--- src/ooo_pkg.sv ---
package ooo_pkg;

  // Core sizes
  localparam int XLEN     = 32;
  localparam int NUM_REGS = 32;
  localparam int ROB_SIZE = 8;
  localparam int RS_SIZE  = 4;

  typedef logic [XLEN-1:0]               word_t;
  typedef logic [$clog2(NUM_REGS)-1:0]   reg_idx_t;
  typedef logic [$clog2(ROB_SIZE)-1:0]   rob_idx_t;
  // Tag is ROB index plus one, zero means the value is present
  typedef logic [$clog2(ROB_SIZE):0]     tag_t;

  typedef enum logic [2:0] {
    ALU_ADD,
    ALU_SUB,
    ALU_AND,
    ALU_OR,
    ALU_XOR,
    ALU_SLT,
    ALU_PASS_B
  } alu_op_e;

  // RV32I major opcodes known to the decoder
  typedef enum logic [6:0] {
    OPC_OP     = 7'b0110011,
    OPC_OP_IMM = 7'b0010011,
    OPC_LUI    = 7'b0110111,
    OPC_SYSTEM = 7'b1110011
  } opcode_e;

  typedef struct packed {
    alu_op_e alu_op;
    logic    alusrc;
    logic    regwrite;
    logic    ecall;
    logic    unsupported;
  } ctrl_bits_t;

  typedef struct packed {
    word_t      pc;
    reg_idx_t   rd;
    reg_idx_t   rs1;
    reg_idx_t   rs2;
    word_t      imm;
    ctrl_bits_t ctrl;
  } dispatch_t;

  typedef struct packed {
    tag_t  tag;
    word_t value;
  } map_entry_t;

  typedef struct packed {
    logic       busy;
    logic       ready;
    word_t      pc;
    reg_idx_t   rd;
    word_t      value;
    ctrl_bits_t ctrl;
  } rob_entry_t;

  typedef struct packed {
    logic    busy;
    alu_op_e alu_op;
    tag_t    tag;
    word_t   value_1;
    tag_t    tag_1;
    word_t   value_2;
    tag_t    tag_2;
  } rs_entry_t;

  typedef struct packed {
    logic  valid;
    tag_t  tag;
    word_t value;
  } cdb_t;

  // Instruction retiring from the ROB head this cycle
  typedef struct packed {
    logic     valid;
    reg_idx_t rd;
    tag_t     tag;
    word_t    value;
  } victim_t;

  typedef struct packed {
    word_t    pc;
    reg_idx_t rd;
    word_t    value;
    logic     regwrite;
    logic     unsupported;
  } commit_t;

endpackage

--- src/reservation_stations.sv ---
module reservation_stations (
  input  logic               clk,
  input  logic               rst,
  input  logic               write,
  input  ooo_pkg::rs_entry_t new_rs,
  input  ooo_pkg::cdb_t      cdb,
  output logic               rs_free,
  output logic               issue_valid,
  output ooo_pkg::rs_entry_t issue
);

  ooo_pkg::rs_entry_t [ooo_pkg::RS_SIZE-1:0] slots;
  ooo_pkg::rs_entry_t [ooo_pkg::RS_SIZE-1:0] woken;
  logic [$clog2(ooo_pkg::RS_SIZE)-1:0]       free_idx;
  logic [$clog2(ooo_pkg::RS_SIZE)-1:0]       issue_idx;

  // Bus capture applied before issue selection
  always_comb begin
    woken = slots;
    for (int i = 0; i < ooo_pkg::RS_SIZE; i++) begin
      if (cdb.valid && slots[i].tag_1 != '0 && slots[i].tag_1 == cdb.tag) begin
        woken[i].value_1 = cdb.value;
        woken[i].tag_1   = '0;
      end
      if (cdb.valid && slots[i].tag_2 != '0 && slots[i].tag_2 == cdb.tag) begin
        woken[i].value_2 = cdb.value;
        woken[i].tag_2   = '0;
      end
    end
  end

  // Scan downward so the lowest index wins
  always_comb begin
    rs_free     = 1'b0;
    free_idx    = '0;
    issue_valid = 1'b0;
    issue_idx   = '0;
    for (int i = ooo_pkg::RS_SIZE - 1; i >= 0; i--) begin
      if (!slots[i].busy) begin
        rs_free  = 1'b1;
        free_idx = i[$clog2(ooo_pkg::RS_SIZE)-1:0];
      end
      if (woken[i].busy && woken[i].tag_1 == '0 && woken[i].tag_2 == '0) begin
        issue_valid = 1'b1;
        issue_idx   = i[$clog2(ooo_pkg::RS_SIZE)-1:0];
      end
    end
  end

  assign issue = woken[issue_idx];

  always_ff @(posedge clk) begin
    if (rst) begin
      for (int i = 0; i < ooo_pkg::RS_SIZE; i++) begin
        slots[i].busy <= 1'b0;
      end
    end else begin
      slots <= woken;
      // Issued slot opens for the next dispatch
      if (issue_valid) begin
        slots[issue_idx].busy <= 1'b0;
      end
      if (write) begin
        slots[free_idx] <= new_rs;
      end
    end
  end

  a_write_needs_slot: assert property (
    @(posedge clk) disable iff (rst) write |-> rs_free
  );

endmodule

--- config.mk ---
export PLATFORM = sky130hd
export DESIGN_NAME = reservation_stations
export DESIGN_NICKNAME = d
export VERILOG_FILES = /design/src/ooo_pkg.sv /design/src/reservation_stations.sv
export SDC_FILE = /design/constraint.sdc
export NUM_CORES = 1
export LEC_CHECK = 0
export BUFFER_PORTS_ARGS = -buffer_cell sky130_fd_sc_hd__buf_2
export CORE_ASPECT_RATIO = 1.2
export CORE_UTILIZATION = 55
export CTS_CLUSTER_SIZE = 16
export DETAILED_ROUTE_END_ITERATION = 8
export PLACE_DENSITY = 0.73
export SKIP_LAST_GASP = 1
export SYNTH_ARGS = -nofsm -noshare
export SYNTH_HDL_FRONTEND = slang
export SYNTH_SLANG_ARGS = --single-unit
--- constraint.sdc ---
create_clock -name clk -period 13.6 [get_ports clk]
set_clock_uncertainty 0.1 [all_clocks]
set_input_delay 2.72 -clock clk [delete_from_list [all_inputs] [get_ports clk]]
set_output_delay 2.72 -clock clk [all_outputs]
set_load 0.03 [all_outputs]
# After elaboration in Yosys (flattened, before gate mapping)
# Index checks and enable logic that the tools add are counted.
# classes
n_lt_le_gt_ge	4
n_eq_ne	8
muxes	35
n_reduce_logical	42
# op_table
op	n
$mux 320	3
$bwmux 320	2
$demux 80 s2	2
$mux 36	8
$mux 80	3
$bmux 80 s2	1
$eq 4x4->1	8
$logic_not 4->1	8
$reduce_bool 4->1	8
$logic_and 1x1->1	26
$mux 2	8
$mux 1	8
$lt 2x3->1 const B	2
$ge 2x1->1 const B	2
# totals
regBits	320
inputBits	120
output_inout_bits	82
elab_cells	117

# Depth between registers and ports, before layout
# depth
ltp_word	20
depth_mapped	12
depth_no_buf	8

# Worst setup path before layout
# No wires, ideal clock.
# synth_path
path_type	input-to-reg
start	in rst
end	reg slots[0] (netlist name), enable pin
setup_ns	0.637
arrival_ns	8.437
required_time_ns	12.863
path_slack_ns	4.426
cell_stages	2
n_path_buf	1
cell_sequence	clkbuf_1 > inv_1
# synth_lines
item	line_no	rtl
from (decl)	reservation_stations.sv:3	input logic rst,
to (signal assigned)	reservation_stations.sv:58	slots <= woken;
to (signal, indexed assignment)	reservation_stations.sv:64	slots[free_idx] <= new_rs;
to (decl)	reservation_stations.sv:12	ooo_pkg::rs_entry_t [ooo_pkg::RS_SIZE-1:0] slots;
# No word-level cell between the ends.

==> reports/qor.csv <==
stage,metric,value,unit
timing,post-route clock period utilization,71.6,%
setup_path,Critical Path AT,6.92,ns
setup_path,crit path cell chain,"buf_2, nor4bb_1, o21ai_4, buf_4, a221oi_4, nor2_1, nor3_2, buf_4, a211oi_1, a31oi_1, buf_2",
grt,gr ovfl total,0,
floorplan,placeable core area,33200,um^2
setup_path,max incr delay on CP,0.79,ns
power_and_ir_drop,PD cells,119,nW/um^2
logic_synthesis,ys async rst share,0,%
setup_path,Required @ worst endpoint,10.78,ns
timing,Final Hold Vio Count,0,
logic_synthesis,Post-synth EDFFs,316,
grt,GRT Total Usage,32.7,%
finish,max FFs per register,320,
placed_design,hpwl dp,35600,um
timing,Worst Max-Slew Pin Slew,1.29,ns
setup_path,WP buf/inv,4,
grt,initial antenna violation count,3,
clocking,root buf cell,clkbuf_16,
logic_synthesis,synth unique cells,58,
grt,number of global-route vias before repair,15500,
timing,fmax,103,MHz
clocking,Post-CTS Setup Bufs,0,
routing,Pre-Repair DR Iteration Count,6,
finish,ratio of cells with drive above 1 in the final layout,15.6,%
finish,top flop regs,slots: 320 flops,
placed_design,IO buf count,201,
placed_design,gpl congestion,0.911,
clocking,clock buffer depth,3,
logic_synthesis,top-area cell type share of the netlist area,50.9,%
routing,initial DRC count,2065,
timing,worst relative slew slack,13.6,%
logic_synthesis,Syn Std Cell Area,18600,um^2
timing,final number of setup-violating endpoints,0,
timing,crit path time final,9.74,ns
floorplan,Die H,204,um
setup_path,CP endpoint kind,output pin,
timing,setup ws final,3.86,ns
logic_synthesis,Mapped Avg Cell Area,9.83,um^2
floorplan,Initial Util,56.1,%
finish,final core occ,62.7,%
clocking,clock sinks,320,
floorplan,number of I/O pins,202,
logic_synthesis,Synth Register Bits,320,
clocking,Post-CTS Resized,0,
routing,Post-Route WL,57100,um
logic_synthesis,sequential element share of the synthesized area,51.3,%
floorplan,die width,170,um
routing,"antenna viol nets, final",0,
placed_design,Place WS,3.88,ns
finish,Final #Nets,2089,
power_and_ir_drop,Leak,8.30,nW
setup_path,CP Max Fanout,63,
finish,non-filler instance count after layout,2446,
clocking,Num CTS Buffers,34,
clocking,Post-CTS Hold Fix Bufs,0,
clocking,H-tree depth,2,
routing,DRC Markers,0,
logic_synthesis,Synth Flop Type,edfxtp_1,
timing,Final Max Slew Viols,0,
floorplan,Die ar.,34600,um^2
timing,unrepaired setup endpoints after global routing,no,
floorplan,Core Rows,73,
hold_path,HP Class,flop to flop,
logic_synthesis,leading area contributor after synthesis,edfxtp_1,
job,max_cap viols,0,
routing,drt wl/cell,23.4,um
clocking,CTS tree,built,
setup_path,crit path launch type,input pin,
setup_path,Crit Path Class,input pin to output pin,
setup_path,slowest CP cell,nor3_2,
finish,Fill cells,2807,
timing,setup_tns,0,ns
power_and_ir_drop,worst vdd ir,0.102,mV
grt,largest net degree at the start of global routing,152,
placed_design,placed insts,2383,
finish,area occupied by multi-input gates,8410,um^2
grt,wire length of the first global-routing pass,87500,um
logic_synthesis,YS warnings,0,
logic_synthesis,Post-Syn Nets,2016,
setup_path,"delay-heaviest family, CP",buffers and inverters,
clocking,Worst-Skew Late Latency,0.52,ns
routing,vias,16200,
finish,Area Overhead vs Synth,11.8,%
logic_synthesis,cells after synthesis,1896,
logic_synthesis,ranking of synthesized cells by area,"edfxtp_1 (51%), mux2i_1 (10%), nand2_1 (7.1%), o221ai_1 (3.8%), o21ai_0 (3.7%)",
finish,Register Area,9570,um^2
routing,Vias/cell,6.60,
finish,most flop-heavy register,slots,
status,status,finished clean,
clocking,clock transition time at the flip-flop clock pins of the worst setup and hold paths,0.06,ns
## per-stage QoR
| stage | cell area [um^2] | power, mW | hold WS [ns] |
|---|---|---|---|
| floorplan | 18600 | 1.48 | 0.405 |
| global placement | 19800 | 1.58 | 0.499 |
| detailed placement | 19800 | 1.59 | 0.519 |
| CTS | 20800 | 2.48 | 0.531 |
| finish | 20800 | 2.48 | 0.540 |
| global route | 20800 | 2.56 | 0.567 |
## final timing paths
kind	startpoint	to	slack (ns)	depth (start not counted)
setup / recovery	cdb[32]	issue[72]	3.86	11
hold / removal	slots[79]	slots[79]	0.54	2
setup reg to reg	slots[38]	slots[39]	9.98	7
hold reg to reg	slots[79]	slots[79]	0.54	2
## cells in the mapped netlist, types with 8 or more instances
cell / n
edfxtp_1: 316
buf_2: 32
xor2_1: 8
mux2i_1: 186
a22o_1: 20
and3_1: 14
or3_1: 8
o221ai_1: 81
a21oi_1: 86
nor2_1: 165
clkbuf_1: 146
o21ai_0: 137
a31oi_1: 97
a2bb2oi_1: 40
a211oi_1: 8
a221oi_1: 12
nand3_1: 38
xnor2_1: 16
nor3_1: 14
and2_1: 25
nand2_1: 354
## worst register-to-register path, stage by stage (launching register included)
cell      delay (ns)
edfxtp_1        0.48
nor3_1          0.14
or3_1           0.37
a211oi_4        0.21
buf_4           0.54
clkinv_1        1.01
nand2_1         0.36
o21ai_0         0.12
## kinds of logic after synthesis
| kind of cell | count (synthesis) | synth area share, % |
|---|---|---|
| AO/OA/AOI/OAI | 521 | 18.6 |
| buffers and inverters | 197 | 4.32 |
| AND/OR/NAND/NOR | 644 | 14.4 |
| flip-flops | 320 | 51.3 |
| XOR/XNOR | 24 | 1.13 |
| multiplexers | 190 | 10.2 |
## power breakdown
group	internal (mW)	leakage (nW)	switching, mW	total (mW)
Clock	0.515	0.521	0.390	0.905
Sequential	1.18	3.10	0.0418	1.22
Combinational	0.123	4.68	0.235	0.358
Total	1.82	8.30	0.667	2.48
## cell type report
class / count / share of cell area (%)
inverters: 7 / 0.162
well taps: 450 / 2.70
diodes: 2 / 0.0240
repair buffers: 227 / 5.76
clock buffers: 41 / 4.36
flip-flops and latches: 320 / 45.9
clock inverters: 20 / 0.720
multi-input cells: 1379 / 40.4
## cells in the final DEF (no fill, tap or decap), types with 16 or more instances in the layout
cell and count:
and2_1 24, nand3_1 37, a21oi_1 86, a22o_1 20
a31oi_1 97, nor2_1 164, buf_2 201, edfxtp_1 316
buf_4 26, clkbuf_16 35, xnor2_1 16, o21ai_0 135
nand2_1 353, mux2i_1 186, a2bb2oi_1 40, o221ai_1 79
## layer usage
| metal | up-vias | GRT usage [%] | share of wire, % | routed length, um |
|---|---|---|---|---|
| met2 | 976 | 53.6 | 47 | 27100 |
| li1 | 7245 | - | - | - |
| met1 | 7753 | 41.7 | 38 | 21800 |
| met3 | 175 | 5.76 | 9.6 | 5470 |
| met5 | - | 0 | 0.037 | 21 |
| met4 | 4 | 16.4 | 4.7 | 2710 |
No activity file was read; power rests on OpenSTA's default activity.
