--- src/ooo_pkg.sv ---
package ooo_pkg;

  // Core sizes
  localparam int XLEN     = 32;
  localparam int NUM_REGS = 32;
  localparam int ROB_SIZE = 8;
  localparam int RS_SIZE  = 4;

  typedef logic [XLEN-1:0]               word_t;
  typedef logic [$clog2(NUM_REGS)-1:0]   reg_idx_t;
  typedef logic [$clog2(ROB_SIZE)-1:0]   rob_idx_t;
  // Tag is ROB index plus one, zero means the value is present
  typedef logic [$clog2(ROB_SIZE):0]     tag_t;

  typedef enum logic [2:0] {
    ALU_ADD,
    ALU_SUB,
    ALU_AND,
    ALU_OR,
    ALU_XOR,
    ALU_SLT,
    ALU_PASS_B
  } alu_op_e;

  // RV32I major opcodes known to the decoder
  typedef enum logic [6:0] {
    OPC_OP     = 7'b0110011,
    OPC_OP_IMM = 7'b0010011,
    OPC_LUI    = 7'b0110111,
    OPC_SYSTEM = 7'b1110011
  } opcode_e;

  typedef struct packed {
    alu_op_e alu_op;
    logic    alusrc;
    logic    regwrite;
    logic    ecall;
    logic    unsupported;
  } ctrl_bits_t;

  typedef struct packed {
    word_t      pc;
    reg_idx_t   rd;
    reg_idx_t   rs1;
    reg_idx_t   rs2;
    word_t      imm;
    ctrl_bits_t ctrl;
  } dispatch_t;

  typedef struct packed {
    tag_t  tag;
    word_t value;
  } map_entry_t;

  typedef struct packed {
    logic       busy;
    logic       ready;
    word_t      pc;
    reg_idx_t   rd;
    word_t      value;
    ctrl_bits_t ctrl;
  } rob_entry_t;

  typedef struct packed {
    logic    busy;
    alu_op_e alu_op;
    tag_t    tag;
    word_t   value_1;
    tag_t    tag_1;
    word_t   value_2;
    tag_t    tag_2;
  } rs_entry_t;

  typedef struct packed {
    logic  valid;
    tag_t  tag;
    word_t value;
  } cdb_t;

  // Instruction retiring from the ROB head this cycle
  typedef struct packed {
    logic     valid;
    reg_idx_t rd;
    tag_t     tag;
    word_t    value;
  } victim_t;

  typedef struct packed {
    word_t    pc;
    reg_idx_t rd;
    word_t    value;
    logic     regwrite;
    logic     unsupported;
  } commit_t;

endpackage

--- src/register_alias_table.sv ---
module register_alias_table (
  input  logic                                        clk,
  input  logic                                        rst,
  input  logic                                        map_we,
  input  ooo_pkg::reg_idx_t                           map_rd,
  input  ooo_pkg::tag_t                               map_tag,
  input  ooo_pkg::victim_t                            victim,
  output ooo_pkg::map_entry_t [ooo_pkg::NUM_REGS-1:0] map
);

  always_ff @(posedge clk) begin
    if (rst) begin
      map <= '0;
    end else begin
      // Retirement updates the architectural value
      if (victim.valid && victim.rd != '0) begin
        map[victim.rd].value <= victim.value;
        // Keep a newer rename alive
        if (map[victim.rd].tag == victim.tag) begin
          map[victim.rd].tag <= '0;
        end
      end
      // Fresh rename wins over a same-cycle clear
      if (map_we && map_rd != '0) begin
        map[map_rd].tag <= map_tag;
      end
    end
  end

endmodule

--- config.mk ---
export PLATFORM = sky130hd
export DESIGN_NAME = register_alias_table
export DESIGN_NICKNAME = d
export VERILOG_FILES = /design/src/ooo_pkg.sv /design/src/register_alias_table.sv
export SDC_FILE = /design/constraint.sdc
export NUM_CORES = 2
export LEC_CHECK = 0
export BUFFER_PORTS_ARGS = -buffer_cell sky130_fd_sc_hd__buf_2
export CAP_MARGIN = 5
export CORE_AREA = 3 3 466 468
export CTS_CLUSTER_DIAMETER = 200
export DETAILED_ROUTE_END_ITERATION = 7
export DIE_AREA = 0 0 469 471
export GPL_TIMING_DRIVEN = 1
export SYNTH_ARGS = -nofsm -noshare
export SYNTH_HDL_FRONTEND = slang
export SYNTH_SLANG_ARGS = --single-unit
--- constraint.sdc ---
create_clock -name clk -period 5.7 [get_ports clk]
set_clock_uncertainty 0.15 [all_clocks]
set_input_delay 1.14 -clock clk [delete_from_list [all_inputs] [get_ports clk]]
set_output_delay 1.14 -clock clk [all_outputs]
set_load 0.1 [all_outputs]
; Word level (Yosys, flattened, before mapping)
; Cells that the tools add are included.
[word_totals]
register_bits = 1152
output_inout_bits = 1152
word_cells = 90
[op_classes]
order_cmp = 4
eq_ne = 1
muxes = 15
reduce_logical = 6
[ops]
columns = cell, n
row1 = $mux W1152, 4
row2 = $bwmux W1152, 3
row3 = $demux W36 S5, 3
row4 = $bmux W36 S5, 1
row5 = $mux W36, 3
row6 = $mux W32, 1
row7 = $lt A5 B6 Y1 const B, 2
row8 = $ge A5 B1 Y1 const B, 2
row9 = $reduce_bool A5 Y1, 2
row10 = $eq A4 B4 Y1, 1
row11 = $logic_and A1 B1 Y1, 4

; Logic depth before layout (Yosys ltp)
[logic_depth]
depth_word = 11
ltp_mapped = 12
mapped_depth_nobuf = 7

; Worst setup path before layout
; OpenSTA, ideal clock, no wires.
[synth_path]
kind = input port to flip-flop
from = input victim[37] (netlist name)
to = register map[610] (netlist name)
setup_ns = 0.122
t_arrival_ns = 3.255
slack_ns = 2.173
path_stages = 10
path_cell_list = buf_6 -> buf_6 -> mux4_1 -> a221oi_1 -> o211ai_1 -> xor2_1 -> nor4_4 -> buf_8 -> buf_12 -> o21ai_2
[synth_via]
elab_chain_len = 10
elab_cells_between_ends = 18
cone_classes = 2 x order compare / 1 x eq/ne / 12 x mux / 3 x reduce/logical
[synth_lines]
columns = item, line
row1 = "start, declared", register_alias_table.sv:7  ; input ooo_pkg::victim_t victim,
row2 = $lt A5 B6 Y1 (not written as such) / $ge A5 B1 Y1 (equally long branches), register_alias_table.sv:20  ; map[victim.rd].tag <= '0;
row3 = $logic_and A1 B1 Y1 (not written as such), register_alias_table.sv:20
row4 = $mux W36 (not written as such), register_alias_table.sv:20
row5 = $demux W36 S5, register_alias_table.sv:20
row6 = $bwmux W1152, register_alias_table.sv:20
row7 = $mux W1152, register_alias_table.sv:19  ; if (map[victim.rd].tag == victim.tag) begin
row8 = $mux W1152 *, register_alias_table.sv:16  ; if (victim.valid && victim.rd != '0) begin
row9 = $mux W1152 *, register_alias_table.sv:12  ; if (rst) begin
row10 = $bwmux W1152, register_alias_table.sv:25  ; map[map_rd].tag <= map_tag;
row11 = $mux W1152 *, register_alias_table.sv:24  ; if (map_we && map_rd != '0) begin
row12 = "end, declared", register_alias_table.sv:8  ; output ooo_pkg::map_entry_t [ooo_pkg::NUM_REGS-1:0] map
; Every way passes the cells marked *; elsewhere a longest branch is shown, timed or not. The select of a mux whose other input is x is not followed.
; A chain may end at the register's enable or synchronous reset.

; Worst setup path after layout
[layout_path]
from = input victim[37] (netlist name)
to = register map[790] (netlist name)
; The elaborated chain is that of the path after synthesis.

==> run_summary.xml <==
<?xml version="1.0" encoding="UTF-8"?>
<metrics>
  <group name="finish">
    <metric name="post_layout_nonfiller_instances" unit="">9203</metric>
    <metric name="multi_input_comb_area" unit="um2">17200</metric>
    <metric name="layout.filler_cells" unit="">23200</metric>
    <metric name="final_common_cell" unit="">nand2_1</metric>
    <metric name="layout.cells.most_common_list" unit="">2118 x nand2_1, 1199 x buf_2, 1152 x dfxtp_1</metric>
    <metric name="synthToLayoutAreaGrowth" unit="%">32.0</metric>
    <metric name="share_of_post_route_cells_with_drive_strength_above_1" unit="%">26.1</metric>
    <metric name="fin_nets" unit="">6305</metric>
    <metric name="ff_latch_area" unit="um2">23100</metric>
  </group>
  <group name="power_and_ir_drop">
    <metric name="p_leak" unit="nW">21.9</metric>
    <metric name="pwr-share-clk" unit="%">44.9</metric>
    <metric name="p_seq_share" unit="%">42.9</metric>
    <metric name="power" unit="W">0.0196</metric>
    <metric name="ir_drop" unit="V">0.000293</metric>
    <metric name="combPwrFrac" unit="%">12.3</metric>
    <metric name="internal_power" unit="W">0.0136</metric>
    <metric name="switchingPower" unit="W">0.00600</metric>
    <metric name="power_per_cell_area" unit="nW/um2">355</metric>
    <metric name="power_switching_share" unit="%">30.6</metric>
  </group>
  <group name="timing">
    <metric name="fmax" unit="GHz">0.259</metric>
    <metric name="unrepaired_setup_endpoints_after_global_routing" unit="">false</metric>
    <metric name="timing_max_transition_violations_final" unit="">0</metric>
    <metric name="final_critical_path_setup_slack" unit="ns">1.84</metric>
    <metric name="totalNegativeSetupSlack" unit="ns">0</metric>
    <metric name="timing.final.crit_period" unit="ns">3.86</metric>
    <metric name="final.period_utilization" unit="%">67.7</metric>
    <metric name="setup_viol" unit="">0</metric>
    <metric name="worst_slew_pin_slew" unit="ns">1.34</metric>
    <metric name="timing_hold_violations_final" unit="">0</metric>
    <metric name="timing.slew.headroom" unit="%">10.8</metric>
  </group>
  <group name="critical_path">
    <metric name="critPathKind" unit="">in2reg</metric>
    <metric name="timing.critical_path.required" unit="ns">6.19</metric>
    <metric name="cp_cell_sequence" unit="">buf_2, mux4_2, a22o_1, a221oi_1, o211ai_1, xor2_1, nor4_4, buf_12, o21ai_0</metric>
    <metric name="cpLargestDelayFamily" unit="">buffers and inverters</metric>
    <metric name="worst-path-buf-inv" unit="">2</metric>
    <metric name="cp-start-kind" unit="">input pin</metric>
    <metric name="timing.critical_path.slowest_cell_delay" unit="ns">0.68</metric>
    <metric name="cp_max_fo" unit="">72</metric>
    <metric name="critPathArrivalTime" unit="ns">4.35</metric>
    <metric name="cp-end-kind" unit="">flop</metric>
    <metric name="crit_path_top_delay_cell" unit="">buf_2</metric>
  </group>
  <group name="synthesis">
    <metric name="syn-instance-count" unit="">5280</metric>
    <metric name="synth_xor_area_share" unit="%">0.0836</metric>
    <metric name="synth_top_family_by_area" unit="">simple AND/OR/NAND/NOR gates</metric>
    <metric name="synth.ff_latch_count" unit="">1152</metric>
    <metric name="netlist_top_cells_area" unit="">dfxtp_1 55%, nand2_1 19%, a21oi_1 12%</metric>
    <metric name="synthesis.nets" unit="">5334</metric>
    <metric name="synth_compound_area_share" unit="%">16.9</metric>
    <metric name="post-synth-top-area-cell" unit="">dfxtp_1</metric>
    <metric name="synth_ff_type" unit="">dfxtp_1</metric>
    <metric name="synth_edf_count" unit="">0</metric>
    <metric name="synth_warnings" unit="">0</metric>
    <metric name="synthMuxAreaShare" unit="%">1.72</metric>
    <metric name="yosys.area_share.simple" unit="%">21.7</metric>
    <metric name="netlist_area_pre_place" unit="um2">41900</metric>
    <metric name="async_flop_share" unit="%">0</metric>
    <metric name="syn_area_per_cell" unit="um2">7.93</metric>
    <metric name="synth-seq-area-share" unit="%">55.1</metric>
    <metric name="synth_cell_types" unit="">44</metric>
    <metric name="synthDominantCellAreaShare" unit="%">55.1</metric>
    <metric name="area_share_of_fa_ha_maj_cells_after_synthesis" unit="%">0</metric>
  </group>
  <group name="place">
    <metric name="place_ws" unit="ns">1.08</metric>
    <metric name="gp_routability_congestion" unit="">0.893</metric>
    <metric name="placedCellCount" unit="">8955</metric>
    <metric name="place.port_buffers" unit="">1205</metric>
    <metric name="dp_hpwl" unit="um">150000</metric>
  </group>
  <group name="status">
    <metric name="run_status" unit="">completed</metric>
  </group>
  <group name="detailed_routing">
    <metric name="dr.pass1.iters" unit="">8</metric>
    <metric name="post-route-drc-count" unit="">0</metric>
    <metric name="totalWireLength" unit="um">223000</metric>
    <metric name="route.detailed.wl_per_inst" unit="um">24.2</metric>
    <metric name="via_per_inst" unit="">4.66</metric>
    <metric name="routed-via-count" unit="">42900</metric>
    <metric name="first_iter_violations" unit="">4538</metric>
    <metric name="route.antenna.remaining_nets" unit="">0</metric>
  </group>
  <group name="global_routing">
    <metric name="global_route.peak_usage_layer" unit="">met2</metric>
    <metric name="global_route.usage.met3" unit="%">7.15</metric>
    <metric name="overflow_left_after_global_routing" unit="">0</metric>
    <metric name="global_route.usage.met1" unit="%">21.9</metric>
    <metric name="first_global_vias" unit="">39700</metric>
    <metric name="use_met2" unit="%">29.8</metric>
    <metric name="maximum_number_of_pins_on_one_net_before_global_route_repair" unit="">133</metric>
    <metric name="grt_pass1_wl" unit="um">302000</metric>
    <metric name="grt_antenna_before_repair" unit="">20</metric>
    <metric name="grtUsageTotal" unit="%">19.0</metric>
  </group>
  <group name="cts">
    <metric name="cts-buffers-inserted" unit="">131</metric>
    <metric name="hold_buffers" unit="">0</metric>
    <metric name="clock_path_buffers" unit="">3</metric>
    <metric name="clock_latency" unit="ns">0.79</metric>
    <metric name="tritoncts_clock_tree" unit="">yes</metric>
    <metric name="post-cts-setup-buffers" unit="">0</metric>
    <metric name="cts_htree_levels" unit="">4</metric>
    <metric name="cts_resized" unit="">0</metric>
    <metric name="clock-sinks" unit="">1152</metric>
    <metric name="clock_tree.root_cell" unit="">clkbuf_16</metric>
    <metric name="cts.reportedPaths.clkPinSlew" unit="ns">0.06</metric>
  </group>
  <group name="worst_hold_path">
    <metric name="worst_hold_check_path_type" unit="">reg2reg</metric>
  </group>
  <group name="die">
    <metric name="fp-row-count" unit="">170</metric>
    <metric name="start_util" unit="%">19.6</metric>
    <metric name="io-pin-count" unit="">1206</metric>
    <metric name="core" unit="um2">214000</metric>
    <metric name="floorplan.die_area" unit="um2">221000</metric>
    <metric name="die-height" unit="um">471</metric>
    <metric name="die_width" unit="um">469</metric>
  </group>
  <group name="run">
    <metric name="cap_violations" unit="">0</metric>
  </group>
</metrics>
==> area by class of cell <==
type	count	share of cell area [%]
well taps	2838	6.42
clock buffers	187	6.82
inverters	1	0.00679
flip-flops and latches	1152	41.7
multi-input cells	3662	31.2
clock inverters	50	1.29
repair buffers	1303	12.6
diodes	10	0.0452
==> cells by family (layout without fill, tap and decap cells) <==
| family | after synthesis | in the layout |
|---|---|---|
| compound gates | 1262 | 1262 |
| simple gates | 2358 | 2358 |
| xor+xnor | 4 | 4 |
| mux | 38 | 38 |
| buf+inv | 466 | 1541 |
| flops | 1152 | 1152 |
| other cells | 0 | 10 |
==> power groups by stage <==
stage	logic [W]	registers [W]	clock network (W)
after global placement	0.00238	0.00857	0
after global routing	0.00247	0.00842	0.00926
after CTS	0.00240	0.00840	0.00896
after detailed placement	0.00240	0.00858	0
final	0.00241	0.00841	0.00880
after floorplan	0.000577	0.00966	0
==> cell usage after synthesis (all sizes together) (13+ instances only) <==
master	count
nand2	2141
nor2b	42
a21oi	992
buf	15
a32oi	124
clkbuf	450
mux4	25
o21ai	126
nor2	117
dfxtp	1152
a22oi	13
==> routing by layer <==
layer / wire length [um] / up-vias
li1: - / 19200
met1: 83400 / 20300
met2: 98900 / 2784
met3: 26900 / 591
met4: 14000 / 4
met5: 27 / -
==> final timing paths <==
kind                                 start  endpoint  slack, ns  cells after the start
worst max register to register    map[789]  map[790]       2.62                      8
worst max-delay path            victim[37]  map[790]       1.84                      9
worst min-delay path                  flop      flop       0.30                      2
worst min register to register        flop      flop       0.30                      2
==> stage by stage <==
stage / hold slack, ns / util (%) / area, um2
finish: 0.299 / 25.8 / 55300
global placement: 0.288 / 23.7 / 50800
CTS: 0.301 / 25.8 / 55300
detailed placement: 0.293 / 23.7 / 50800
floorplan: 0.738 / - / 41900
global route: 0.315 / 25.8 / 55300
==> worst reg2reg max path, delay by kind of cell, from the launching register on <==
| family | cells | cell delay, ns |
|---|---|---|
| AOI/OAI and AO/OA | 4 | 0.91 |
| muxes | 1 | 0.50 |
| buffers and inverters | 1 | 0.42 |
| DFF | 1 | 0.40 |
| and+or+nand+nor | 1 | 0.37 |
| xor gates and xnor gates | 1 | 0.19 |
Power figures use the tool's default switching activity.
