===== src/ooo_pkg.sv =====
package ooo_pkg;

  // Core sizes
  localparam int XLEN     = 32;
  localparam int NUM_REGS = 32;
  localparam int ROB_SIZE = 8;
  localparam int RS_SIZE  = 4;

  typedef logic [XLEN-1:0]               word_t;
  typedef logic [$clog2(NUM_REGS)-1:0]   reg_idx_t;
  typedef logic [$clog2(ROB_SIZE)-1:0]   rob_idx_t;
  // Tag is ROB index plus one, zero means the value is present
  typedef logic [$clog2(ROB_SIZE):0]     tag_t;

  typedef enum logic [2:0] {
    ALU_ADD,
    ALU_SUB,
    ALU_AND,
    ALU_OR,
    ALU_XOR,
    ALU_SLT,
    ALU_PASS_B
  } alu_op_e;

  // RV32I major opcodes known to the decoder
  typedef enum logic [6:0] {
    OPC_OP     = 7'b0110011,
    OPC_OP_IMM = 7'b0010011,
    OPC_LUI    = 7'b0110111,
    OPC_SYSTEM = 7'b1110011
  } opcode_e;

  typedef struct packed {
    alu_op_e alu_op;
    logic    alusrc;
    logic    regwrite;
    logic    ecall;
    logic    unsupported;
  } ctrl_bits_t;

  typedef struct packed {
    word_t      pc;
    reg_idx_t   rd;
    reg_idx_t   rs1;
    reg_idx_t   rs2;
    word_t      imm;
    ctrl_bits_t ctrl;
  } dispatch_t;

  typedef struct packed {
    tag_t  tag;
    word_t value;
  } map_entry_t;

  typedef struct packed {
    logic       busy;
    logic       ready;
    word_t      pc;
    reg_idx_t   rd;
    word_t      value;
    ctrl_bits_t ctrl;
  } rob_entry_t;

  typedef struct packed {
    logic    busy;
    alu_op_e alu_op;
    tag_t    tag;
    word_t   value_1;
    tag_t    tag_1;
    word_t   value_2;
    tag_t    tag_2;
  } rs_entry_t;

  typedef struct packed {
    logic  valid;
    tag_t  tag;
    word_t value;
  } cdb_t;

  // Instruction retiring from the ROB head this cycle
  typedef struct packed {
    logic     valid;
    reg_idx_t rd;
    tag_t     tag;
    word_t    value;
  } victim_t;

  typedef struct packed {
    word_t    pc;
    reg_idx_t rd;
    word_t    value;
    logic     regwrite;
    logic     unsupported;
  } commit_t;

endpackage


===== src/inst_decoder.sv =====
module inst_decoder (
  input  ooo_pkg::word_t     inst,
  input  ooo_pkg::word_t     pc,
  output ooo_pkg::dispatch_t dec
);

  ooo_pkg::opcode_e    opcode;
  ooo_pkg::ctrl_bits_t ctrl;
  ooo_pkg::word_t      imm;
  logic [2:0]          funct3;
  logic [6:0]          funct7;

  assign opcode = ooo_pkg::opcode_e'(inst[6:0]);
  assign funct3 = inst[14:12];
  assign funct7 = inst[31:25];

  always_comb begin
    ctrl = '0;
    ctrl.alu_op = ooo_pkg::ALU_ADD;
    // I-type immediate unless LUI overrides it
    imm = {{20{inst[31]}}, inst[31:20]};
    case (opcode)
      ooo_pkg::OPC_OP: begin
        ctrl.regwrite = 1'b1;
        case ({funct7, funct3})
          10'b0000000_000: ctrl.alu_op = ooo_pkg::ALU_ADD;
          10'b0100000_000: ctrl.alu_op = ooo_pkg::ALU_SUB;
          10'b0000000_111: ctrl.alu_op = ooo_pkg::ALU_AND;
          10'b0000000_110: ctrl.alu_op = ooo_pkg::ALU_OR;
          10'b0000000_100: ctrl.alu_op = ooo_pkg::ALU_XOR;
          10'b0000000_010: ctrl.alu_op = ooo_pkg::ALU_SLT;
          default: ctrl.unsupported = 1'b1;
        endcase
      end
      ooo_pkg::OPC_OP_IMM: begin
        ctrl.regwrite = 1'b1;
        ctrl.alusrc   = 1'b1;
        // Only ADDI, ANDI, ORI and XORI are in the subset
        case (funct3)
          3'b000: ctrl.alu_op = ooo_pkg::ALU_ADD;
          3'b111: ctrl.alu_op = ooo_pkg::ALU_AND;
          3'b110: ctrl.alu_op = ooo_pkg::ALU_OR;
          3'b100: ctrl.alu_op = ooo_pkg::ALU_XOR;
          default: ctrl.unsupported = 1'b1;
        endcase
      end
      ooo_pkg::OPC_LUI: begin
        ctrl.regwrite = 1'b1;
        ctrl.alusrc   = 1'b1;
        ctrl.alu_op   = ooo_pkg::ALU_PASS_B;
        imm = {inst[31:12], 12'b0};
      end
      ooo_pkg::OPC_SYSTEM: begin
        // Plain ECALL has every other bit clear
        if (inst[31:7] == '0) begin
          ctrl.ecall = 1'b1;
        end else begin
          ctrl.unsupported = 1'b1;
        end
      end
      default: ctrl.unsupported = 1'b1;
    endcase
    // A failed sub-decode must not write
    if (ctrl.unsupported) begin
      ctrl.regwrite = 1'b0;
    end
  end

  always_comb begin
    dec.pc   = pc;
    dec.ctrl = ctrl;
    dec.imm  = imm;
    // No destination unless the instruction writes
    dec.rd   = ctrl.regwrite ? inst[11:7] : '0;
    // LUI has no rs1, immediates have no rs2
    dec.rs1  = (opcode == ooo_pkg::OPC_LUI) ? '0 : inst[19:15];
    dec.rs2  = ctrl.alusrc ? '0 : inst[24:20];
  end

endmodule


===== config.mk =====
export PLATFORM = sky130hd
export DESIGN_NAME = inst_decoder
export DESIGN_NICKNAME = d
export VERILOG_FILES = /design/src/ooo_pkg.sv /design/src/inst_decoder.sv
export SDC_FILE = /design/constraint.sdc
export NUM_CORES = 1
export LEC_CHECK = 0
export BUFFER_PORTS_ARGS = -buffer_cell sky130_fd_sc_hd__buf_2
export CORE_UTILIZATION = 26
export DETAILED_ROUTE_END_ITERATION = 7
export GPL_ROUTABILITY_DRIVEN = 0
export PLACE_DENSITY = 0.8
export SYNTH_ARGS = -nofsm -noshare
export SYNTH_HDL_FRONTEND = slang
export SYNTH_SLANG_ARGS = --single-unit

===== constraint.sdc =====
create_clock -name vclk -period 1.49
set_input_delay 0.0745 -clock vclk [all_inputs]
set_output_delay 0.0745 -clock vclk [all_outputs]
set_load 0.02 [all_outputs]

* Word level (Yosys, flattened, before mapping)
Cells that the tools add are included.
Word-level totals: word-level logic and storage cells 35, register bits 0, output and inout bits 86, input port bits 64
Cells by class: eq/ne operators 12, reductions and logical operators 7, multiplexer cells 16
Operators with widths (number):
- $mux 31 | 1
- $eq 10x3->1 const B | 3
- $logic_not 25->1 | 1
- $pmux 3 s3 | 2
- $mux 5 | 3
- $pmux 3 s5 | 1
- $eq 7x6->1 const B | 2
- $eq 10x2->1 const B | 1
- $eq 10x9->1 const B | 1
- $logic_not 10->1 | 1
- $eq 3x3->1 const B | 3
- $mux 1 | 8
- $eq 7x5->1 const B | 1
- $eq 7x7->1 const B | 1
- $reduce_or 6->1 | 1
- $pmux 1 s4 | 1
- $reduce_or 4->1 | 1
- $logic_not 3->1 | 1
- $reduce_or 3->1 | 1
- $reduce_or 2->1 | 1

* Longest topological paths before layout
Gate-level depths: netlist of run 1.
depth in word-level cells 6, mapped depth 5, depth with buffers taken out 4

* Worst setup path before layout of run 1
OpenSTA, ideal clock, no wires.
path type input to output, start input port inst[31], end output port dec[0] (netlist name), required time 1.416 ns, stages on the path 4, slack -0.720 ns, path buffers 0, arrival time 2.135 ns, cells stage by stage or4_4 -> or4_4 -> nor4_1 -> o21bai_1
RTL lines:
- start: declaration | RTL line inst_decoder.sv:2 | input ooo_pkg::word_t inst,
- end: declaration | RTL line inst_decoder.sv:4 | output ooo_pkg::dispatch_t dec

==> summary.md, run 1 <==
| Metric | Value |
|---|---|
| Outcome | `complete, but fails checks` |
| Failing checks | `setup timing` |
| Max-slew violation count | `0` |
| Clk pwr share | `0%` |
| Vias in the first global route | `933` |
| Final core occ | `45.72%` |
| Gate power share | `100.0%` |
| GRT Overall Usage | `14.82%` |
| Avg Inst Size Synth | `6.695 µm²` |
| Pwr/cell area | `252.9 nW/µm²` |
| Met1 Use GR | `17.47%` |
| DR DRC count | `0` |
| Pint | `157.9 µW` |
| Placeable Area | `3128 µm²` |
| Final setup vio count | `10` |
| WL/cell | `12.26 µm` |
| Layout cells sized above 1 | `61.95%` |
| Worst VDD drop | `112.4 µV` |
| Global-route wire length before repair | `4146 µm` |
| Die area | `3610 µm²` |
| Final min period | `1.985 ns` |
| Vert. Die Dim | `60.08 µm` |
| Crit path required time | `1.42 ns` |
| Crit path max-delay family | `simple AND/OR/NAND/NOR gates` |
| M3 GR Usage | `0.8658%` |
| NetSw | `203.8 µW` |
| Critical path endpoint category | `output pin` |
| Critical-path cell list | `buf_6 > or4_4 > or4_4 > or3_4 > a221oi_4 > buf_6` |
| Grt ovf | `0` |
| Largest net degree at the start of global routing | `24` |
| Initial drt markers | `29` |
| Hold buffer count at cts | `0` |
| RSZ-0062 raised after global routing | `yes` |
| Pre-CTS setup slack | `-0.5307 ns` |
| Remaining antenna violation count | `0` |
| Buffer and inverter count on the worst path | `2` |
| IO buf count | `86` |
| DR pass1 iterations | `4` |
| Leak | `0.0008056 µW` |
| Initial antenna violation count | `0` |
| Tcrit/Tclk final | `133.2%` |
| Die W | `60.08 µm` |
| GRT busiest layer | `met2` |
| Hold_ws | `0.1490 ns` |
| Sw Ratio | `56.35%` |
| Sequential area share after synthesis | `0%` |
| M2 GR Usage | `29.52%` |
| Critical Path Fanout Max | `2` |
| Worst slew margin | `69.82%` |
| Fin. Hold Viols | `0` |
| Area delta synth->final | `63.05%` |
| Nets | `271` |
| Slew @ Worst Pin | `0.4470 ns` |
| Initial Util | `28.04%` |
| Final worst slack | `-0.4954 ns` |
| Synthesized area | `877.1 µm²` |
| Vias | `1161` |
| Yosys warns | `0` |
| Worst Setup Start Kind | `input port` |
| Post-Syn Instances | `131` |
| Worst path arrival time | `1.91 ns` |
| CLK BUF | `0` |
| Max-cap viol count | `0` |
| Critical-path top delay cell | `or4_4` |
| Max Fclk | `503.7 MHz` |
| Hold crit path type | `in2out` |
| Vias per cell | `4.663` |
| FFs & Latches | `0` |
| N_diodes | `0` |
| Reg area | `0 µm²` |
| Post-synth cell types | `28` |
| Boundary Pins | `150` |
| Num rows | `20` |
| Post-Route WL | `3052 µm` |
| Critical Path Max Stage Delay | `0.53 ns` |
| Detailed Place HPWL | `2444 µm` |
| Type of the worst setup path | `in2out` |
| Power share of the sequential group | `0%` |
| Synth Net Count | `195` |
cell usage in the layout (no fill, tap or decap), drive strengths merged, types with 2 or more instances in the layout:
master	n
nand2	6
nand4b	2
o21a	2
nor2b	26
a21o	19
nor4	6
inv	3
buf	113
nor2	7
nor3	4
or4	2
path summary, 6_finish.rpt:
path              slack (ns)      from      end  cells after the start
hold / removal          0.15     pc[1]  dec[55]                      0
setup / recovery       -0.50  inst[31]   dec[6]                      6
metal layers:
layer	wire length (µm)	part of all wire [%]
met1	1266	41
met2	1570	51
met3	194	6.4
met4	20	0.66
met5	0	0
area by class of cell:
class                      instances  area (µm²)
fill                             317        1698
timing repair buffer             113       699.4
multi-input combinational         89       664.4
tap                               44       55.05
inverter                           3       11.26
stage by stage:
stage	total power, µW	TNS [ns]	area, µm²	instances
finish	361.7	-1.873	1430	249
global route	390.0	-2.892	1430	249
CTS	359.8	-2.277	1411	247
detailed placement	350.5	-2.537	1340	245
global placement	346.0	-2.505	1340	245
floorplan	311.0	-0.6685	939.7	131
synth_stat cells (all sizes together), types with 2 or more instances:
cell type  count  area, µm²
nor4           6      43.79
nor2           7      26.28
nor3           4      20.02
nand4b         2      17.52
nand2          6      22.52
clkbuf         6      22.52
a21o          19      142.6
o21a           2      15.01
or4            2      22.52
nor2b         26      162.7
buf           33      247.7
inv            3      11.26
timing repair:
action,CTS,global route
cloned,0,1
gates resized for setup,17,4
buffers inserted,2,2
pin swaps,4,3
endpoints found under the setup margin,11,15
power groups by stage:
stage	combinational, µW	sequential [µW]	clock, µW
finish	362	0	0
global route	390	0	0
CTS	360	0	0
detailed placement	351	0	0
global placement	346	0	0
floorplan	311	0	0
logic make-up after synthesis:
| logic type | after synthesis | share of synthesized area (%) |
|---|---|---|
| mux | 1 | 1.284 |
| buf+inv | 42 | 32.10 |
| compound gates | 29 | 25.54 |
| simple gates | 58 | 40.09 |
| xor+xnor | 1 | 0.9988 |
(Power assumes the default switching activity.)
==> run 2: changes to the inputs <==
--- a/config.mk
+++ b/config.mk
@@ -12,2 +12,3 @@
 export PLACE_DENSITY = 0.8
+export SKIP_LAST_GASP = 1
 export SYNTH_ARGS = -nofsm -noshare
@@ -15 +16,2 @@
 export SYNTH_SLANG_ARGS = --single-unit
+export TNS_END_PERCENT = 100
==> constraint.sdc (replaced) <==
create_clock -name vclk -period 1.49
set_input_delay 0.298 -clock vclk [all_inputs]
set_output_delay 0.298 -clock vclk [all_outputs]
set_load 0.02 [all_outputs]
==> run 2 against run 1 <==
Net effect:
- the flow still finishes with violations (setup timing)
- sequential cell count unchanged
- non-clock buffer count increased by 25
- setup slack got worse by 0.46 ns
- sequential share of layout area unchanged
- routed wire length increased by 100%
- cell count increased by 10%
- fmax decreased by 19%
- critical path type unchanged
- highest routed layer unchanged
==> summary.md, run 2 (synthesis gave the netlist of run 1 again) <==
| Metric | Value |
|---|---|
| Worst slew margin | `58.66% (was 69.82%)` |
| Boundary Pins | `150 (unchanged)` |
| Nets | `296 (was 271)` |
| Hold buffer count at cts | `0 (unchanged)` |
| Layout cells sized above 1 | `82.17% (was 61.95%)` |
| Most common cell after layout, fill and taps aside | `buf_6 (was buf_2)` |
| Num rows | `20 (unchanged)` |
| Die area | `3610 µm² (unchanged)` |
| Clk pwr share | `0% (about the same)` |
| Final setup vio count | `53 (was 10)` |
| Hold crit path type | `in2out (unchanged)` |
| GRT Overall Usage | `29.57% (was 14.82%)` |
| Placeable Area | `3128 µm² (unchanged)` |
| Hold Crit Endpoint | `dec[55] (unchanged)` |
| NetSw | `292.3 µW (was 203.8 µW)` |
| Vias | `1499 (was 1161)` |
| Tcrit/Tclk final | `164.1% (was 133.2%)` |
| Detailed Place HPWL | `2954 µm (was 2444 µm)` |
| Vias per cell | `5.471 (was 4.663)` |
| Most frequent cells in the layout | `buf_6, buf_4, buf_2 (was buf_2, buf_4, nor2b_1)` |
| Worst hold path depth | `0 (unchanged)` |
| Worst hold start | `pc[1] (unchanged)` |
| DR pass1 iterations | `4 (unchanged)` |
| Slew @ Worst Pin | `0.6124 ns (was 0.4470 ns)` |
| Max Fclk | `409.0 MHz (was 503.7 MHz)` |
| Worst VDD drop | `177.1 µV (was 112.4 µV)` |
| Pint | `304.2 µW (was 157.9 µW)` |
| Initial drt markers | `70 (was 29)` |
| Vias in the first global route | `1476 (was 933)` |
| Type of the worst setup path | `in2out (unchanged)` |
| Power share of the sequential group | `0% (about the same)` |
| Reg area | `0 µm² (unchanged)` |
| Global-route wire length before repair | `7983 µm (was 4146 µm)` |
| Gate power share | `100.0% (about the same)` |
| Hold_ws | `0.5960 ns (was 0.1490 ns)` |
| Max-cap viol count | `0 (unchanged)` |
| Worst path arrival time | `2.15 ns (was 1.91 ns)` |
| Final min period | `2.445 ns (was 1.985 ns)` |
| Overall power | `596.4 µW (was 361.7 µW)` |
| Initial Util | `28.04% (unchanged)` |
| Leak | `0.001155 µW (was 0.0008056 µW)` |
| Sw Ratio | `49.00% (was 56.35%)` |
| Remaining antenna violation count | `0 (unchanged)` |
| Vert. Die Dim | `60.08 µm (unchanged)` |
| Die W | `60.08 µm (unchanged)` |
| Worst Setup Start Kind | `input port (unchanged)` |
| Post-Route WL | `6147 µm (was 3052 µm)` |
| Critical path endpoint category | `output pin (unchanged)` |
| Largest net degree at the start of global routing | `15 (was 24)` |
| IO buf count | `86 (unchanged)` |
| Outcome | `complete, but fails checks (unchanged)` |
| Initial antenna violation count | `0 (unchanged)` |
| DR DRC count | `0 (unchanged)` |
| Max-slew violation count | `0 (unchanged)` |
| RSZ-0062 raised after global routing | `yes (unchanged)` |
| N_diodes | `0 (unchanged)` |
| Grt ovf | `0 (unchanged)` |
| Area delta synth->final | `157.8% (was 63.05%)` |
| WL/cell | `22.43 µm (was 12.26 µm)` |
| Final worst slack | `-0.9550 ns (was -0.4954 ns)` |
| CLK BUF | `0 (unchanged)` |
| Final core occ | `72.28% (was 45.72%)` |
| Pwr/cell area | `263.8 nW/µm² (was 252.9 nW/µm²)` |
| Crit path required time | `1.19 ns (was 1.42 ns)` |
| FFs & Latches | `0 (unchanged)` |
| Failing checks | `setup timing (unchanged)` |
| Critical Path Fanout Max | `2 (unchanged)` |
| Fin. Hold Viols | `0 (unchanged)` |
## run 2: cell types whose count changed in the layout (fill, tap and decap cells not counted), sizes merged
cell	before	now
buf	113	138
## run 2: final cells by class
| type | instances | area, µm² |
|---|---|---|
| fillers | 167 | 867.1 |
| multi-input cells | 89 | 963.4 |
| repair buffers | 138 | 1231 |
| inverters | 3 | 11.26 |
| well taps | 44 | 55.05 |
## run 2: how the worst max path moves through the flow
stage	start	endpoint	slack (ns)	cells after the start
2_1_floorplan	inst[31]	dec[6]	-0.79	4
3_3_place_gp	inst[31]	dec[6]	-0.95	6
3_5_place_dp	inst[31]	dec[6]	-0.96	6
4_1_cts	inst[31]	dec[6]	-0.93	6
5_1_grt	inst[31]	dec[6]	-1.0	6
6_report	inst[31]	dec[6]	-0.96	6
## run 2: critical path, stage by stage
cell	delay, ns
buf_6	0.09
or4_4	0.53
or4_4	0.44
or3_4	0.40
a221oi_4	0.23
buf_6	0.15
## run 2: per-stage QoR
step / cell area [µm²] / setup WS [ns] / cells / setup TNS (ns)
2_1_floorplan: 1200 / -0.7906 / 131 / -20.19
3_3_place_gp: 1697 / -0.9503 / 263 / -25.35
3_5_place_dp: 1697 / -0.9585 / 263 / -26.20
4_1_cts: 2222 / -0.9269 / 271 / -20.41
5_1_grt: 2261 / -0.9991 / 274 / -24.15
6_report: 2261 / -0.9550 / 274 / -23.02
## run 2: power groups by stage
stage / clock network, µW / logic [µW] / registers (µW)
finish: 0 / 596 / 0
global route: 0 / 616 / 0
CTS: 0 / 544 / 0
detailed placement: 0 / 432 / 0
global placement: 0 / 427 / 0
floorplan: 0 / 359 / 0
## run 2: metal layers
metal,up-vias,track usage (%),wire length (µm)
met5,-,0,0
met4,0,11.96,229
met3,30,8.874,723
met2,129,49.05,3014
met1,712,35.25,2179
li1,628,-,-
## run 2: timing repair
action / 4_1_cts / 5_1_grt
pin swaps: 12 / 8
gates resized for setup: 125 / 6
cloned: 3 / 0
setup buffers: 5 / 5
setup endpoints to repair: 53 / 53
